**config.mk**
```make
export PLATFORM = sky130hd
export DESIGN_NAME = pfx_adder_top
export DESIGN_NICKNAME = d
export VERILOG_FILES = /design/src/rtl/pfx_arith_pkg.sv /design/src/rtl/pfx_bus_pkg.sv /design/src/rtl/pfx_adder_core.sv /design/src/rtl/pfx_adder_top.sv /design/src/rtl/pfx_axil_regs.sv /design/src/rtl/pfx_pg_tree.sv
export VERILOG_INCLUDE_DIRS = /design/src /design/src/rtl
export SDC_FILE = /design/constraint.sdc
export NUM_CORES = 1
export LEC_CHECK = 0
export BUFFER_PORTS_ARGS = -buffer_cell sky130_fd_sc_hd__buf_4
export CAP_MARGIN = 20
export CORE_ASPECT_RATIO = 1.75
export CORE_MARGIN = 2
export CORE_UTILIZATION = 63
export DETAILED_ROUTE_END_ITERATION = 7
export PLACE_DENSITY = 0.85
export SLEW_MARGIN = 20
export SYNTH_ARGS = -nofsm -noshare
export SYNTH_HDL_FRONTEND = slang
export SYNTH_SLANG_ARGS = --single-unit
```
**constraint.sdc**
```tcl
create_clock -name i_clk -period 12.2 [get_ports i_clk]
set_input_delay 1.83 -clock i_clk [delete_from_list [all_inputs] [get_ports i_clk]]
set_output_delay 1.83 -clock i_clk [all_outputs]
set_load 0.01 [all_outputs]
```
**src/rtl/pfx_config.svh**
```systemverilog
/*
  Build-wide constants for the prefix adder unit.
  Holds the operand width, the AXI4-Lite register map and the response codes.
  Include it in any file that needs one of these values.
*/
`ifndef PFX_CONFIG_SVH
`define PFX_CONFIG_SVH

// operand, sum and register width in bits
`define PFX_WIDTH 32

// register byte offsets on the AXI4-Lite slave
`define PFX_ADDR_OP_A   8'h00
`define PFX_ADDR_OP_B   8'h04
`define PFX_ADDR_CTRL   8'h08
`define PFX_ADDR_STATUS 8'h0C
`define PFX_ADDR_RESULT 8'h10

// AXI response codes used by the slave
`define PFX_RESP_OKAY   2'b00
`define PFX_RESP_SLVERR 2'b10

`endif

```
**src/rtl/pfx_arith_pkg.sv**
```systemverilog
/*
  Datapath types shared by the register slave and the adder core.
  The request and result structs carry one operation across the boundary.
*/
`include "pfx_config.svh"

package pfx_arith_pkg;

  // one operand or sum word
  typedef logic [`PFX_WIDTH-1:0] operand_t;

  // bit 2 is carry-out, bit 1 is signed overflow, bit 0 is zero
  typedef logic [2:0] flags_t;

  // selected by bit 0 of the CTRL register
  typedef enum logic {
    OP_ADD = 1'b0,
    OP_SUB = 1'b1
  } arith_op_e;

  // one operation handed to the core, carry-in is ignored for OP_SUB
  typedef struct packed {
    arith_op_e op;
    logic      cin;
    operand_t  a;
    operand_t  b;
  } arith_req_t;

  // what the core returns one cycle later
  typedef struct packed {
    operand_t sum;
    flags_t   flags;
  } arith_res_t;

endpackage

```
**src/rtl/pfx_bus_pkg.sv**
```systemverilog
/*
  Bus-side types for the AXI4-Lite register slave.
  Covers the address, data and response vectors and the two channel FSM encodings.
*/
package pfx_bus_pkg;

  // byte address inside the register window
  typedef logic [7:0] axi_addr_t;

  // every access is a full 32-bit word, there are no write strobes
  typedef logic [31:0] axi_data_t;

  // OKAY or SLVERR, see the config header
  typedef logic [1:0] axi_resp_t;

  // write channel FSM
  // W_IDLE waits for address and data together, W_RESP holds bvalid until bready
  typedef enum logic {
    W_IDLE = 1'b0,
    W_RESP = 1'b1
  } wr_state_e;

  // read channel FSM
  // R_IDLE waits for arvalid, R_DATA holds rvalid until rready
  typedef enum logic {
    R_IDLE = 1'b0,
    R_DATA = 1'b1
  } rd_state_e;

endpackage

```
**src/rtl/pfx_adder_core.sv**
```systemverilog
/*
  Add/subtract core around the prefix network, one register stage deep.
  A request presented with i_req_valid returns its sum and flags on the next
  cycle with o_res_valid. It never stalls, so one request per cycle is fine.
*/
`include "pfx_config.svh"

module pfx_adder_core
(
  input  logic                      i_clk,
  input  logic                      i_rst_n,
  input  logic                      i_req_valid,
  input  pfx_arith_pkg::arith_req_t i_req,
  output logic                      o_res_valid,
  output pfx_arith_pkg::arith_res_t o_res
);

  localparam int WIDTH = `PFX_WIDTH;

  pfx_arith_pkg::operand_t   b_eff;
  pfx_arith_pkg::operand_t   bit_p;
  pfx_arith_pkg::operand_t   bit_g;
  pfx_arith_pkg::operand_t   tree_g;
  pfx_arith_pkg::operand_t   carries;
  pfx_arith_pkg::arith_res_t res_d;
  logic                      cin;

  // subtraction is a + ~b + 1, the requested carry-in only applies to adds
  always_comb
  begin
    if (i_req.op == pfx_arith_pkg::OP_SUB)
    begin
      b_eff = ~i_req.b;
      cin   = 1'b1;
    end
    else
    begin
      b_eff = i_req.b;
      cin   = i_req.cin;
    end
  end

  assign bit_p = i_req.a ^ b_eff;

  // carry-in folds into bit 0 so the tree output is already the true carry chain
  assign bit_g[0]         = (i_req.a[0] & b_eff[0]) | (bit_p[0] & cin);
  assign bit_g[WIDTH-1:1] = i_req.a[WIDTH-1:1] & b_eff[WIDTH-1:1];

  pfx_pg_tree u_pg_tree
  (
    .i_p (bit_p),
    .i_g (bit_g),
    .o_g (tree_g)
  );

  // tree_g[i] is the carry out of bit i, so the carry into bit i is one place lower
  assign carries = {tree_g[WIDTH-2:0], cin};

  always_comb
  begin
    res_d.sum = bit_p ^ carries;
    // for a subtract a high carry-out means no borrow
    // overflow is set when the carries into and out of the sign bit differ
    res_d.flags = {tree_g[WIDTH-1], tree_g[WIDTH-1] ^ tree_g[WIDTH-2], ~|res_d.sum};
  end

  always_ff @(posedge i_clk or negedge i_rst_n)
  begin
    if (!i_rst_n)
    begin
      o_res_valid <= 1'b0;
    end
    else
    begin
      o_res_valid <= i_req_valid;
    end
  end

  // result word only moves when a request is presented
  always_ff @(posedge i_clk)
  begin
    if (i_req_valid)
    begin
      o_res <= res_d;
    end
  end

endmodule

```
**src/rtl/pfx_adder_top.sv**
```systemverilog
/*
  Top level of the prefix adder unit.
  Software drives it over AXI4-Lite, the register slave feeds the adder core.
*/
module pfx_adder_top
(
  input  logic                   i_clk,
  input  logic                   i_rst_n,
  input  logic                   i_awvalid,
  output logic                   o_awready,
  input  pfx_bus_pkg::axi_addr_t i_awaddr,
  input  logic                   i_wvalid,
  output logic                   o_wready,
  input  pfx_bus_pkg::axi_data_t i_wdata,
  output logic                   o_bvalid,
  input  logic                   i_bready,
  output pfx_bus_pkg::axi_resp_t o_bresp,
  input  logic                   i_arvalid,
  output logic                   o_arready,
  input  pfx_bus_pkg::axi_addr_t i_araddr,
  output logic                   o_rvalid,
  input  logic                   i_rready,
  output pfx_bus_pkg::axi_data_t o_rdata,
  output pfx_bus_pkg::axi_resp_t o_rresp
);

  // request and result path between the slave and the core
  logic                      req_valid;
  pfx_arith_pkg::arith_req_t req;
  logic                      res_valid;
  pfx_arith_pkg::arith_res_t res;

  pfx_axil_regs u_regs
  (
    .i_clk       (i_clk),
    .i_rst_n     (i_rst_n),
    .i_awvalid   (i_awvalid),
    .o_awready   (o_awready),
    .i_awaddr    (i_awaddr),
    .i_wvalid    (i_wvalid),
    .o_wready    (o_wready),
    .i_wdata     (i_wdata),
    .o_bvalid    (o_bvalid),
    .i_bready    (i_bready),
    .o_bresp     (o_bresp),
    .i_arvalid   (i_arvalid),
    .o_arready   (o_arready),
    .i_araddr    (i_araddr),
    .o_rvalid    (o_rvalid),
    .i_rready    (i_rready),
    .o_rdata     (o_rdata),
    .o_rresp     (o_rresp),
    .o_req_valid (req_valid),
    .o_req       (req),
    .i_res_valid (res_valid),
    .i_res       (res)
  );

  pfx_adder_core u_core
  (
    .i_clk       (i_clk),
    .i_rst_n     (i_rst_n),
    .i_req_valid (req_valid),
    .i_req       (req),
    .o_res_valid (res_valid),
    .o_res       (res)
  );

endmodule

```
**src/rtl/pfx_axil_regs.sv**
```systemverilog
/*
  AXI4-Lite register slave in front of the adder core.
  Holds OP_A, OP_B and CTRL. A CTRL write issues one request to the core and
  the returned result lands in RESULT and STATUS. One write and one read can
  be outstanding at a time, and bad offsets answer with SLVERR.
*/
`include "pfx_config.svh"

module pfx_axil_regs
(
  input  logic                      i_clk,
  input  logic                      i_rst_n,
  input  logic                      i_awvalid,
  output logic                      o_awready,
  input  pfx_bus_pkg::axi_addr_t    i_awaddr,
  input  logic                      i_wvalid,
  output logic                      o_wready,
  input  pfx_bus_pkg::axi_data_t    i_wdata,
  output logic                      o_bvalid,
  input  logic                      i_bready,
  output pfx_bus_pkg::axi_resp_t    o_bresp,
  input  logic                      i_arvalid,
  output logic                      o_arready,
  input  pfx_bus_pkg::axi_addr_t    i_araddr,
  output logic                      o_rvalid,
  input  logic                      i_rready,
  output pfx_bus_pkg::axi_data_t    o_rdata,
  output pfx_bus_pkg::axi_resp_t    o_rresp,
  output logic                      o_req_valid,
  output pfx_arith_pkg::arith_req_t o_req,
  input  logic                      i_res_valid,
  input  pfx_arith_pkg::arith_res_t i_res
);

  pfx_bus_pkg::wr_state_e     wr_state_q;
  pfx_bus_pkg::rd_state_e     rd_state_q;
  logic                       wr_hs;
  logic                       rd_hs;
  logic                       wr_ok;
  pfx_bus_pkg::axi_data_t     rd_data_d;
  pfx_bus_pkg::axi_resp_t     rd_resp_d;
  pfx_arith_pkg::operand_t    op_a_q;
  pfx_arith_pkg::operand_t    op_b_q;
  pfx_arith_pkg::operand_t    result_q;
  pfx_arith_pkg::arith_op_e   op_q;
  logic                       cin_q;
  logic                       busy_q;
  logic                       done_q;
  pfx_arith_pkg::flags_t      flags_q;

  // address and data are taken together in a single cycle, and only when idle
  assign o_awready = (wr_state_q == pfx_bus_pkg::W_IDLE) && i_awvalid && i_wvalid;
  assign o_wready  = o_awready;
  assign wr_hs     = o_awready;
  assign o_bvalid  = (wr_state_q == pfx_bus_pkg::W_RESP);

  // STATUS and RESULT are read only
  always_comb
  begin
    case (i_awaddr)
      `PFX_ADDR_OP_A, `PFX_ADDR_OP_B, `PFX_ADDR_CTRL: wr_ok = 1'b1;
      default:                                        wr_ok = 1'b0;
    endcase
  end

  assign o_arready = (rd_state_q == pfx_bus_pkg::R_IDLE) && i_arvalid;
  assign rd_hs     = o_arready;
  assign o_rvalid  = (rd_state_q == pfx_bus_pkg::R_DATA);

  // STATUS layout is busy in bit 0, done in bit 1 and the flags in bits 6..4
  always_comb
  begin
    rd_resp_d = `PFX_RESP_OKAY;
    case (i_araddr)
      `PFX_ADDR_OP_A:   rd_data_d = op_a_q;
      `PFX_ADDR_OP_B:   rd_data_d = op_b_q;
      `PFX_ADDR_CTRL:   rd_data_d = {30'b0, cin_q, op_q};
      `PFX_ADDR_STATUS: rd_data_d = {25'b0, flags_q, 2'b0, done_q, busy_q};
      `PFX_ADDR_RESULT: rd_data_d = result_q;
      default:
      begin
        rd_data_d = '0;
        rd_resp_d = `PFX_RESP_SLVERR;
      end
    endcase
  end

  // both channel FSMs, the response stays up until the master takes it
  always_ff @(posedge i_clk or negedge i_rst_n)
  begin
    if (!i_rst_n)
    begin
      wr_state_q <= pfx_bus_pkg::W_IDLE;
      rd_state_q <= pfx_bus_pkg::R_IDLE;
    end
    else
    begin
      if (wr_hs)
        wr_state_q <= pfx_bus_pkg::W_RESP;
      else if (o_bvalid && i_bready)
        wr_state_q <= pfx_bus_pkg::W_IDLE;
      if (rd_hs)
        rd_state_q <= pfx_bus_pkg::R_DATA;
      else if (o_rvalid && i_rready)
        rd_state_q <= pfx_bus_pkg::R_IDLE;
    end
  end

  // response payloads are sampled on the handshake and held while stalled
  always_ff @(posedge i_clk)
  begin
    if (wr_hs)
      o_bresp <= wr_ok ? `PFX_RESP_OKAY : `PFX_RESP_SLVERR;
    if (rd_hs)
    begin
      o_rdata <= rd_data_d;
      o_rresp <= rd_resp_d;
    end
  end

  always_ff @(posedge i_clk or negedge i_rst_n)
  begin
    if (!i_rst_n)
    begin
      op_q        <= pfx_arith_pkg::OP_ADD;
      cin_q       <= 1'b0;
      busy_q      <= 1'b0;
      done_q      <= 1'b0;
      flags_q     <= '0;
      o_req_valid <= 1'b0;
    end
    else
    begin
      o_req_valid <= 1'b0;
      if (i_res_valid)
      begin
        busy_q  <= 1'b0;
        done_q  <= 1'b1;
        flags_q <= i_res.flags;
      end
      // a new CTRL write takes priority over a result landing in the same cycle
      if (wr_hs && (i_awaddr == `PFX_ADDR_CTRL))
      begin
        op_q        <= pfx_arith_pkg::arith_op_e'(i_wdata[0]);
        cin_q       <= i_wdata[1];
        busy_q      <= 1'b1;
        done_q      <= 1'b0;
        o_req_valid <= 1'b1;
      end
    end
  end

  always_ff @(posedge i_clk)
  begin
    if (wr_hs && (i_awaddr == `PFX_ADDR_OP_A))
      op_a_q <= i_wdata;
    if (wr_hs && (i_awaddr == `PFX_ADDR_OP_B))
      op_b_q <= i_wdata;
    if (i_res_valid)
      result_q <= i_res.sum;
  end

  // the request is built straight from the registers, valid for the cycle after CTRL
  always_comb
  begin
    o_req.op  = op_q;
    o_req.cin = cin_q;
    o_req.a   = op_a_q;
    o_req.b   = op_b_q;
  end

endmodule

```
**src/rtl/pfx_pg_tree.sv**
```systemverilog
/*
  Sklansky parallel-prefix network over bit propagate/generate pairs.
  Produces the group generate from bit 0 up to every bit, which the adder
  core uses directly as the carry out of that bit. Purely combinational.
*/
`include "pfx_config.svh"

module pfx_pg_tree
(
  input  pfx_arith_pkg::operand_t i_p,
  input  pfx_arith_pkg::operand_t i_g,
  output pfx_arith_pkg::operand_t o_g
);

  localparam int WIDTH  = `PFX_WIDTH;
  localparam int LEVELS = $clog2(WIDTH);

  // row 0 is the input pairs, row LEVELS holds the finished prefixes
  logic [LEVELS:0][WIDTH-1:0] p_lvl;
  logic [LEVELS:0][WIDTH-1:0] g_lvl;

  assign p_lvl[0] = i_p;
  assign g_lvl[0] = i_g;

  // at level l the bits fall into blocks of 2^(l+1)
  // every bit in the upper half of a block combines with the top bit of the lower half
  for (genvar l = 0; l < LEVELS; l++)
  begin : g_level
    for (genvar i = 0; i < WIDTH; i++)
    begin : g_bit
      if (((i >> l) & 1) == 1)
      begin : g_comb
        // lsb side of the node, the last bit of the lower half
        localparam int LSB = ((i >> l) << l) - 1;
        if (i < (2 << l))
        begin : g_grey
          // span now reaches bit 0, so only the generate is needed from here on
          // the group propagate is never read again and is tied low
          assign g_lvl[l+1][i] = g_lvl[l][i] | (g_lvl[l][LSB] & p_lvl[l][i]);
          assign p_lvl[l+1][i] = 1'b0;
        end
        else
        begin : g_black
          // msb side generate wins, otherwise the lsb generate passes if msb propagates
          assign g_lvl[l+1][i] = g_lvl[l][i] | (g_lvl[l][LSB] & p_lvl[l][i]);
          assign p_lvl[l+1][i] = p_lvl[l][i] & p_lvl[l][LSB];
        end
      end
      else
      begin : g_buf
        // lower half of the block is already complete at this level
        assign p_lvl[l+1][i] = p_lvl[l][i];
        assign g_lvl[l+1][i] = g_lvl[l][i];
      end
    end
  end

  assign o_g = g_lvl[LEVELS];

endmodule

```
==> results of run 1 <==
[state kept, by name, indices dropped and copies added (netlist names)]
register	count
u_regs.o_rvalid	1
u_regs.cin_q	1
u_regs.op_b_q	32
u_regs.busy_q	1
u_regs.o_rresp	1
u_regs.o_req_valid	1
u_regs.done_q	1
u_regs.o_bvalid	1
u_regs.op_q	1
u_core.o_res	35
u_regs.result_q	32
u_core.o_res_valid	1
u_regs.o_rdata	32
u_regs.o_bresp	1
u_regs.flags_q	3
u_regs.op_a_q	32
[metrics by stage]
step	cells	power [W]	utilization [%]	hold slack (ps)	worst slack, ps
floorplan	539	0.000717	-	400	6920
global placement	787	0.000752	71.0	401	7050
detailed placement	787	0.000754	71.0	405	6820
CTS	819	0.00124	75.4	420	6710
global route	819	0.00127	75.4	423	6320
finish	819	0.00124	75.4	420	6720
[cells by family after synthesis]
| logic type | Yosys count | synth area share (%) |
|---|---|---|
| DFF | 176 | 66.3 |
| and+or+nand+nor | 117 | 7.28 |
| AOI/OAI and AO/OA | 90 | 7.76 |
| xor gates and xnor gates | 55 | 6.11 |
| muxes | 38 | 4.90 |
| adders and majority gates | 36 | 6.28 |
| buffers and inverters | 25 | 1.33 |
| other | 1 | 0.0475 |
[worst max-delay path: stages (launching register included)]
cell	delay, ps
dfrtp_1	480
buf_4	510
xor2_1	350
ha_1	330
nand4_1	110
o22ai_1	120
or3_1	360
a21o_2	220
a31o_2	300
fa_1	420
xor2_1	190
nor4_1	270
nand3_1	90
nor3_1	150
nor4b_2	220
or4b_1	480
a2111oi_2	320
o2111ai_1	190
nor4_2	220
[cell type report]
class / instances / area (um^2)
flip-flops and latches: 176 / 5230
fillers: 767 / 3040
multi-input cells: 338 / 2580
repair buffers: 98 / 736
clock buffers: 18 / 429
well taps: 168 / 210
clock inverters: 14 / 109
inverters: 7 / 26.3
[power by group through the flow]
stage	clock network [W]	registers, W	logic (W)
after detailed placement	0	0.000682	0.0000718
after floorplan	0	0.000686	0.0000311
after global routing	0.000522	0.000670	0.0000784
after global placement	0	0.000682	0.0000697
final	0.000494	0.000670	0.0000728
after CTS	0.000499	0.000670	0.0000730
[layer usage]
metal | global-route usage, % | routed length, um | up-vias
met4 | 11.9 | 611 | 0
met1 | 32.2 | 6070 | 2407
met2 | 47.4 | 9530 | 251
met5 | 0 | 0 | -
met3 | 4.94 | 968 | 57
li1 | - | - | 2219
[cell usage after synthesis (all sizes together) (2+ instances only)]
cell type / count / area (um^2)
edfxtp: 165 / 4950
nand2: 47 / 176
xor2: 43 / 377
mux2i: 33 / 330
o21ai: 32 / 160
ha: 30 / 375
a21oi: 18 / 97.6
nor2: 17 / 63.8
clkbuf: 13 / 48.8
a21o: 12 / 95.1
nand3: 12 / 60.1
xnor2: 12 / 105
dfrtp: 11 / 275
nor3: 8 / 40.0
inv: 7 / 26.3
fa: 6 / 120
nor4: 6 / 43.8
and2: 5 / 35.0
and3: 5 / 31.3
buf: 5 / 30.0
mux2: 5 / 56.3
nor2b: 5 / 31.3
a211oi: 4 / 35.0
o21bai: 4 / 30.0
o22ai: 4 / 25.0
a2111oi: 2 / 42.5
a211o: 2 / 18.8
a31o: 2 / 17.5
a32oi: 2 / 17.5
nand4: 2 / 12.5
or2: 2 / 12.5
or3: 2 / 12.5
[how the worst max path moves through the flow]
stage,start,slack (ps),to
2_1_floorplan,i_arvalid,6920,o_arready
3_3_place_gp,u_regs.op_q$_DFFE_PN0P_,7050,u_core.o_res[0]$_DFFE_PP_
3_5_place_dp,u_regs.op_q$_DFFE_PN0P_,6820,u_core.o_res[0]$_DFFE_PP_
4_1_cts,u_regs.op_q$_DFFE_PN0P_,6710,u_core.o_res[0]$_DFFE_PP_
5_1_grt,u_regs.op_q$_DFFE_PN0P_,6320,u_core.o_res[0]$_DFFE_PP_
6_report,u_regs.op_q$_DFFE_PN0P_,6720,u_core.o_res[0]$_DFFE_PP_
==> metrics list, run 1 <==
* Result of the run: completed
* Synthesis-to-finish area growth: 18.2%
- The synthesized netlist occupies a cell area of 0.00789 mm^2.
- CTS Buf Count: 17
- Total inserted antenna cells: 0
- Total routing resource utilization after global routing: 27.2%
* # port buffers: 93
* Most common library cell in the layout ignoring fill and taps: edfxtp_1
- Post-Place Cell Area: 0.00878 mm^2
- Setup repair after global routing left no endpoint under its margin.
- At the worst endpoint, the arrival time is 5740 ps.
- Clock tree from TritonCTS: done
* Fraction of power consumed by combinational cells: 5.9%
* Vias: 4,934
- Counting flops with a built-in enable in the synthesized netlist gives 165.
- The total count of max-transition violations in the final report was 0.
- Area of the die: 0.0135 mm^2
- Total core area: 0.0124 mm^2
- The synthesized design contains 176 register bits.
- Maximum ir drop on the vdd rail: 0.110 mV
- Remaining antenna violation count: 0
- Detailed placement HPWL: 11.1 mm
* Worst hold path endpoint: u_regs.result_q[10]$_DFFE_PP_
- R2R Path End: u_core.o_res[0]$_DFFE_PP_
- Wire length of the first global-routing pass: 26.8 mm
- Setup CP Type: reg2reg
- The detailed router finished its first iteration with 423 violations.
- Gates resized during post-CTS repair numbered 0.
* Hold Crit Class: reg2reg
* Total congestion overflow after global routing: 0
- Total negative slack for setup checks: 0 ps
* Reg clk slew, reported paths: 70 ps
- Hold Crit Start: u_core.o_res[13]$_DFFE_PP_
* Latest clock arrival within the worst-skew pair: 430 ps
* Final period demand of the worst path: 5480 ps
- Static Leak: 3.60 nW
* Sw Pwr: 0.000273 W
* Crit end category: register
* Endpoint required time on the critical path: 12,460 ps
- Most frequently used flop master after synthesis: edfxtp_1
- Largest driver fanout on the critical path: 30
* Die Height: 152 um
- Worst Skew: 8.18 ps
* Starting Density: 63.8%
* Length of the first detailed-routing pass in iterations: 5
* Wire per inst: 21.0 um
- Clock root buffer master: clkbuf_16
* Cell depth of the worst flop-to-flop path: 18
- Summed area of non-filler cells in the final layout: 0.00932 mm^2
* Number of post-CTS setup repair buffers: 0
- Cts hold-fix bufs: 0
- Clock power share: 40.0%
- Final GP Congestion: 0.871
- After detailed routing, the number of vias per cell comes to 6.02.
- Number of setup violations in the final report: 0
* Cell count after synthesis: 538
* Sequential cell fraction of total power: 54.1%
- Vias in the first global route: 5,005
* Final routed wirelength across all metal layers: 17.2 mm
* Sinks on the clock net: 176
- Ports: 96
- The number of antenna violations at the first check in global routing was 0.
- Of the cells placed in the final design, the portion with a size suffix greater than 1 is 24.9%.
- CP Launch Type: register
- Sequential elements use 66.3% of the synthesized area.
- Remaining design rule violation count: 0
* Startpoint of the most critical register-to-register path: u_regs.op_q$_DFFE_PN0P_
- After synthesis, the netlist uses 56 different library cells.
- The H-tree was split into 4 levels.
- Standard-cell rows: 54
- Dividing the final minimum period by the clock period gives 44.9%.
- In this run the mean area of a mapped cell was 14.7 um^2.
* P_int: 0.000964 W
* Yosys Warn Count: 0
* Number of max-cap violations: 0
* Asr flop ratio synth: 6.25%
- Power density cells: 133 mW/mm^2
- Transition at the pin with the smallest max-transition slack: 979 ps
* Slew HR: 34.7%
- The worst hold path was traced through 0 stages.
* Final Hold Violating Endpoints: 0
- Final layout net count: 729
- Net switching is 22.1% of the power.
- Highest Clock Rate: 182 MHz
- Entering global routing, the biggest net connects 38 pins.
* Leading cell types in the layout, fill and taps excluded: edfxtp_1, buf_4, nand2_1
- Worst-case clock buffer depth: 2
* Width of the die: 88.6 um
- The setup check on the worst reg-to-reg path leaves a slack of 6720 ps.
(Power assumes the default switching activity.)
==> run 2, diff against run 1 <==
Settings changed: CORE_UTILIZATION 63 to 58, PLACE_DENSITY 0.85 to 0.8.
Clock period 12.2 ns to 5.2 ns, I/O delays scaled along.
==> run 2 against run 1 <==
Effect of this change: sequential share of layout area shrank 0.66 points; clock skew up 0.91 ps; non-clock buffer count grew 2; worst setup slack got worse by 6400 ps; clock-buffer cell count stayed put; power grew 140%; sequential power rose by 130%; cell area rose by 1.2%; cell count grew 0.98%; global-route usage down 2.7 points; die area grew 8.3%; routed wire length rose by 1.1%; largest cell class unchanged; largest power group unchanged.
==> metrics list, run 2 (synthesis results as in run 1) <==
- Total core area: 0.0134 mm^2
- Result of the run: completed
* Number of post-CTS setup repair buffers: 0
- Sinks on the clock net: 176
- Clock tree from TritonCTS: done
- Setup repair after global routing left no endpoint under its margin.
* Total congestion overflow after global routing: 0
- Entering global routing, the biggest net connects 38 pins.
- The clock network is responsible for 41.9% of the overall power.
- The number of antenna violations at the first check in global routing was 0.
* Final period demand of the worst path: 4910 ps
- Endpoint required time on the critical path: 5460 ps
* Clock root buffer master: clkbuf_16
- Final layout net count: 731
- Total inserted antenna cells: 0
- Fraction of power consumed by combinational cells: 5.8%
* Startpoint of the most critical register-to-register path: u_regs.op_q$_DFFE_PN0P_
- The initial utilization of the core area, before any placement, comes to 58.9%.
* Detailed placement HPWL: 11.5 mm
* Most common library cell in the layout ignoring fill and taps: edfxtp_1
* Worst-case clock buffer depth: 2
* P_int: 0.00236 W
- Across the routed clock network, the largest skew measured is 9.08 ps.
- For flop-to-flop paths, the worst setup slack is 290 ps.
* Setup slack after layout: 295 ps
- Cell-by-cell trace of the critical path: or2_2 > fa_2 > fa_2 > a21o_2 > nand3_1 > a21oi_2 > a21o_2 > a31o_2 > fa_1 > xor2_1 > nor4_1 > nand3_1 > nor3_2 > nor4b_2 > or4b_4 > a2111oi_4 > o2111ai_2 > nor4_2
* Vias: 4,910
* Net switching fraction of the power: 21.4%
- The min-delay analysis places its worst path in the category in2async.
* Worst path max stage delay: 510 ps
- The H-tree was split into 4 levels.
* Sw Pwr: 0.000644 W
* Worst EP arrival: 5160 ps
- Vias in the first global route: 5,213
- Highest Clock Rate: 204 MHz
- Area taken by multi-input logic gates: 0.00261 mm^2
* Register with the highest flop count: u_core.o_res
- The total count of max-transition violations in the final report is 0.
- At the end of routability-driven placement, the weighted congestion stood at 0.857.
- After detailed routing, the number of vias per cell comes to 5.94.
- Synthesis-to-finish area growth: 19.6%
* Final Hold Violating Endpoints: 0
* Standard-cell rows: 56
* Cell depth of the worst flop-to-flop path: 18
- Die Height: 158 um
- Leading cell types in the layout, fill and taps excluded: edfxtp_1, buf_4, nand2_1
- The worst setup path is captured at a register.
- Final routed wirelength across all metal layers: 17.4 mm
- Setup CP Type: reg2reg
* # port buffers: 93
* Power density cells: 318 mW/mm^2
- Cts hold-fix bufs: 0
- Share of the clock period used by the worst path after layout: 94.3%
* Placement-stage worst setup slack: 0.651 ps
- Ports: 96
- Sequential cell fraction of total power: 52.3%
- Fill cell count: 904
* Maximum ir drop on the vdd rail: 0.212 mV
- The register with the most flip-flops in the layout has 35 of them.
- After detailed routing, the number of remaining DRC violations is 0.
* CTS Buf Count: 17
* Remaining antenna violation count: 0
* Total area of sequential cells: 0.00523 mm^2
- For the pin with the worst max-slew slack, the measured transition is 955 ps.
- Reg clk slew, reported paths: 70 ps
- Largest driver fanout on the critical path: 4
* Number of max-cap violations: 0
- In this run the tightest slew margin relative to its limit is 36.3%.
- The worst setup path is launched from a register.
- Length of the first detailed-routing pass in iterations: 5
- Width of the die: 92.2 um
- Number of setup violations in the final report: 0
* Total routing resource utilization after global routing: 24.5%
* Wire length of the first global-routing pass: 26.5 mm
- Area of the die: 0.0146 mm^2
* Latest clock arrival within the worst-skew pair: 420 ps
- In the final layout, the share of cells above drive strength 1 is 25.7%.
* Static Leak: 3.64 nW
- The worst register-to-register path ends at u_core.o_res[0]$_DFFE_PP_.
- After detailed routing, the average wire length per cell comes to 21.0 um.
- Library cell contributing the largest single delay on the critical path: or4b_4
- First DRT Iteration DRCs: 252
- Total negative slack for setup checks: 0 ps
-- run 2: timing repair --
item,in CTS,in global routing
resized for setup,0,10
pin swaps,1,4
gates cloned,0,0
endpoints found under the setup margin,1,1
-- run 2: metal layers --
layer	share of wire (%)	GRT usage (%)
met3	5.0	3.98
met5	0	0
met1	36	26.6
met4	3.4	12.9
met2	55	45.6
-- run 2: power by group through the flow --
| stage | Clock (W) | Combinational [W] | Sequential, W |
|---|---|---|---|
| 2_1_floorplan | 0 | 0.0000730 | 0.00161 |
| 3_3_place_gp | 0 | 0.000166 | 0.00160 |
| 3_5_place_dp | 0 | 0.000171 | 0.00160 |
| 4_1_cts | 0.00127 | 0.000173 | 0.00157 |
| 5_1_grt | 0.00133 | 0.000186 | 0.00157 |
| 6_report | 0.00126 | 0.000173 | 0.00157 |
-- run 2: worst max-delay path: cells and delay by family (launching register included) --
family,cells,cell delay (ps)
XOR/XNOR,1,190
AO/OA/AOI/OAI,6,1210
flip-flops,1,440
adder cells (fa/ha/maj),3,1140
AND/OR/NAND/NOR,8,1770
-- run 2: final cells by class --
type                       count  share of cell area [%]
inverter                       7                   0.278
multi-input combinational    338                    27.7
timing repair buffer         100                    8.09
clock inverter                14                    1.63
sequential                   176                    55.5
clock buffer                  18                    4.55
tap                          174                    2.31
-- run 2: stage by stage --
step | util (%) | hold slack, ps | cells | power [W] | area, um^2
final | 70.5 | 184 | 827 | 0.00300 | 9440
after global routing | 70.5 | 185 | 827 | 0.00309 | 9440
after CTS | 70.2 | 184 | 827 | 0.00302 | 9390
after detailed placement | 65.8 | 405 | 795 | 0.00177 | 8810
after global placement | 65.8 | 401 | 795 | 0.00177 | 8800
after floorplan | - | 400 | 539 | 0.00168 | 7890
-- run 2: how the worst max path moves through the flow --
stage	startpoint	end	slack, ps	depth (start not counted)
finish	u_regs.op_q$_DFFE_PN0P_	u_core.o_res[0]$_DFFE_PP_	290	18
global route	u_regs.op_q$_DFFE_PN0P_	u_core.o_res[0]$_DFFE_PP_	20	18
CTS	u_regs.op_q$_DFFE_PN0P_	u_core.o_res[0]$_DFFE_PP_	80	18
detailed placement	u_regs.op_q$_DFFE_PN0P_	u_core.o_res[0]$_DFFE_PP_	0.7	18
global placement	u_regs.op_q$_DFFE_PN0P_	u_core.o_res[0]$_DFFE_PP_	180	18
floorplan	u_regs.op_q$_DFFE_PN0P_	u_core.o_res[0]$_DFFE_PP_	160	19
==> run 3, diff against run 2 <==
Settings changed: ABC_AREA set to 1, CORE_UTILIZATION 58 to 59.
==> run 3 against run 2 <==
Effect of this change: sequential power is essentially flat; cell area up 3.2%; die area rose by 3.0%; sequential share of layout area decreased by 1.7 points; first-iteration DRC count grew 57%; largest cell class unchanged.
==> metrics list, run 3 <==
* Max reg flops: 35
- Counting flops and latches in the post-synthesis netlist gives 176.
- Wire length of the first global-routing pass: 30.5 mm
- For this design, the CTS-stage hold fixing added 0 buffers.
- Setup total negative slack on the finished layout was measured at 0 ps.
- Vias in the first global route: 6,131
* Standard-cell rows: 57
- Remaining antenna violation count: 0
* Cell depth of the worst flop-to-flop path: 21
* Latest clock arrival within the worst-skew pair: 420 ps
* Power density cells: 301 mW/mm^2
- After clock tree synthesis, the setup repair step added 0 buffers.
* Final GP Congestion: 0.869
* Cell-by-cell trace of the critical path: buf_4 > xor2_1 > fa_1 > nand2_1 > nand2_1 > nand3_2 > nand2_4 > nand2_2 > nand2_4 > fa_1 > xnor2_1 > nand2_1 > nor2_1 > nand2_1 > nor2_1 > nand3_1 > nor2_1 > nand2_1 > nor2_1 > nand3_1 > nor2_1
- Headroom to the max-slew limit came out at 34.4%.
- By count the netlist is led by nand2_1, edfxtp_1, inv_1, nand3_1, nor2_1.
- Setup violations remaining at the end of the flow were counted as 0.
* Worst Skew: 11.7 ps
- Asr flop ratio synth: 6.25%
* Fraction of the yosys area taken by sequential cells: 63.2%
* Total routing resource utilization after global routing: 27.0%
- Number of flops mapped to enable cells by yosys: 165
- The H-tree was split into 4 levels.
- Remaining design rule violation count: 0
* Register with the highest flop count: u_core.o_res
- In the post-synthesis netlist, the biggest area contributors are edfxtp_1, nand2_1, ha_1.
- Total core area: 0.0138 mm^2
- Final routed wirelength across all metal layers: 19.3 mm
- Once detailed placement completed, the half-perimeter wirelength came to 12.9 mm.
- Width of the die: 93.5 um
* Largest net degree at the start of global routing: 37
* Post-synthesis instance area: 0.00828 mm^2
- At the worst endpoint, the required time is 5480 ps.
- The worst setup path is launched from a register.
- After layout, the minimum clock period comes to 4260 ps.
* Number of vias per cell: 5.51
* Sinks on the clock net: 176
- Once the floorplan was initialized, standard cells occupied 60.1% of the core.
- On the worst path, the slowest cell contributes a delay of 760 ps.
- Fill cell count: 959
- Reg clk slew, reported paths: 70 ps
* Yosys cell types: 37
- Post-CTS resize count: 0
- Share of Yosys cell area claimed by the top area cell type: 59.9%
* Wire per inst: 18.3 um
- At the end of the flow, the number of nets in the layout was 957.
- Total inserted antenna cells: 0
* Maximum ir drop on the vdd rail: 0.225 mV
- Share of the clock period used by the worst path after layout: 81.9%
- Highest Clock Rate: 235 MHz
* Clock tree from TritonCTS: done
- Library cell contributing the largest single delay on the critical path: dfrtp_1
* Number of max-cap violations: 0
- The total overflow left after global routing is 0.
- The number of antenna violations at the first check in global routing is 0.
- Vias: 5,822
- Cell with the most instances after synthesis: nand2_1
- Crit end category: register
- Max Transition Viols Final: 0
* Largest driver fanout on the critical path: 23
- Power, Total: 0.00293 W
- Most frequently used flop master after synthesis: edfxtp_1
* Die Height: 161 um
* Share of layout cells above drive strength 1: 17.1%
* CTS Buf Count: 17
* Most common library cell in the layout ignoring fill and taps: nand2_1
* Result of the run: completed
- Compared with the post-synthesis result, the final layout area differs by 17.6%.
- The tree is rooted in a clkbuf_16.
- 96 I/O pins were placed.
- Worst EP arrival: 4540 ps
* Final Hold Violating Endpoints: 0
* RSZ-0062 raised after global routing: no
- Each instance of the synthesized netlist takes up on average 10.9 um^2.
* Hold Crit Class: in2async
- In the synthesized netlist, the number of instances is 762.
- Worst-case clock buffer depth: 2
- The first routing iteration left 395 violations.
- Port buffering added 93 buffers.
* Leading cell types in the layout, fill and taps excluded: nand2_1, edfxtp_1, buf_4
- Static Leak: 4.16 nW
* Length of the first detailed-routing pass in iterations: 5
- Flop-to-flop setup slack: 940 ps
- Summed over all instances, the cell type with the most area after synthesis is edfxtp_1.
- The floorplan step defined a die boundary enclosing 0.0150 mm^2.
- For the pin with the worst max-slew slack, the measured transition is 982 ps.
- Yosys Warn Count: 0
- Startpoint of the most critical register-to-register path: u_regs.op_q$_DFFE_PN0P_
* R2R Path End: u_core.o_res[0]$_DFFE_PP_
* Setup CP Type: reg2reg
run 3: changes by cell type in the layout (fill, tap and decap cells not counted), moves of 5 or more:
cell	change
nand2_1	+188
inv_1	+78
nand3_1	+43
mux2i_1	-33
nor2_1	+27
o21ai_0	-26
xnor2_1	-9
a21oi_1	+7
xor2_1	-7
a21o_1	-6
nand2_2	+6
nand3b_1	+6
and3_1	-5
mux2_2	-5
run 3: cell families after synthesis:
kind of cell	count (synthesis)	synth area share, %
simple gates	367	18.7
flops	176	63.2
buf+inv	102	5.00
compound gates	41	2.92
xor+xnor	39	4.13
fa+ha+maj	36	5.99
other cells	1	0.0453
run 3: how the worst max path moves through the flow:
stage	cells after the start	slack, ps	from	endpoint
2_1_floorplan	3	1170	i_awaddr[5]	u_regs.op_b_q[0]$_DFFE_PP_
3_3_place_gp	21	1250	u_regs.op_q$_DFFE_PN0P_	u_core.o_res[0]$_DFFE_PP_
3_5_place_dp	21	1060	u_regs.op_q$_DFFE_PN0P_	u_core.o_res[0]$_DFFE_PP_
4_1_cts	21	930	u_regs.op_q$_DFFE_PN0P_	u_core.o_res[0]$_DFFE_PP_
5_1_grt	21	610	u_regs.op_q$_DFFE_PN0P_	u_core.o_res[0]$_DFFE_PP_
6_report	21	940	u_regs.op_q$_DFFE_PN0P_	u_core.o_res[0]$_DFFE_PP_
run 3: report_power, final:
group	switching [W]	leakage (nW)	total [W]	internal, W
Combinational	0.0000933	2.26	0.000167	0.0000741
Sequential	0.00000784	1.64	0.00157	0.00157
Clock	0.000546	0.260	0.00119	0.000648
Total	0.000647	4.16	0.00293	0.00229
run 3: through the flow:
stage               setup slack (ps)  hold WS, ps  utilization, %  std cells  instance area [um^2]
floorplan                       1170          400               -        763                  8280
global placement                1250          401            66.7       1024                  9180
detailed placement              1060          405            66.7       1024                  9180
CTS                              931          189            70.7       1056                  9740
global route                     609          181            70.7       1056                  9740
finish                           941          191            70.7       1056                  9740
run 3: per-layer routing:
metal  vias to the layer above  track usage [%]  wire length (um)
met5                         -                0                 0
met4                         0             10.3               524
met3                        44             4.22              1060
met2                       239             50.2             11000
met1                      2794             30.3              6780
li1                       2745                -                 -
run 3: worst max-delay path: cells and delay by family (launching register included):
| kind | cells | cell delay [ps] |
|---|---|---|
| buf+inv | 1 | 510 |
| xor+xnor | 2 | 390 |
| flops | 1 | 760 |
| fa+ha+maj | 2 | 910 |
| simple gates | 16 | 1530 |
run 3: final cells by class:
class / count / area (um^2) / area share [%]
multi-input combinational: 485 / 2650 / 27.2
timing repair buffer: 101 / 758 / 7.79
clock buffer: 20 / 457 / 4.69
clock inverter: 12 / 100 / 1.03
tap: 177 / 221 / 2.27
inverter: 85 / 319 / 3.28
sequential: 176 / 5230 / 53.7
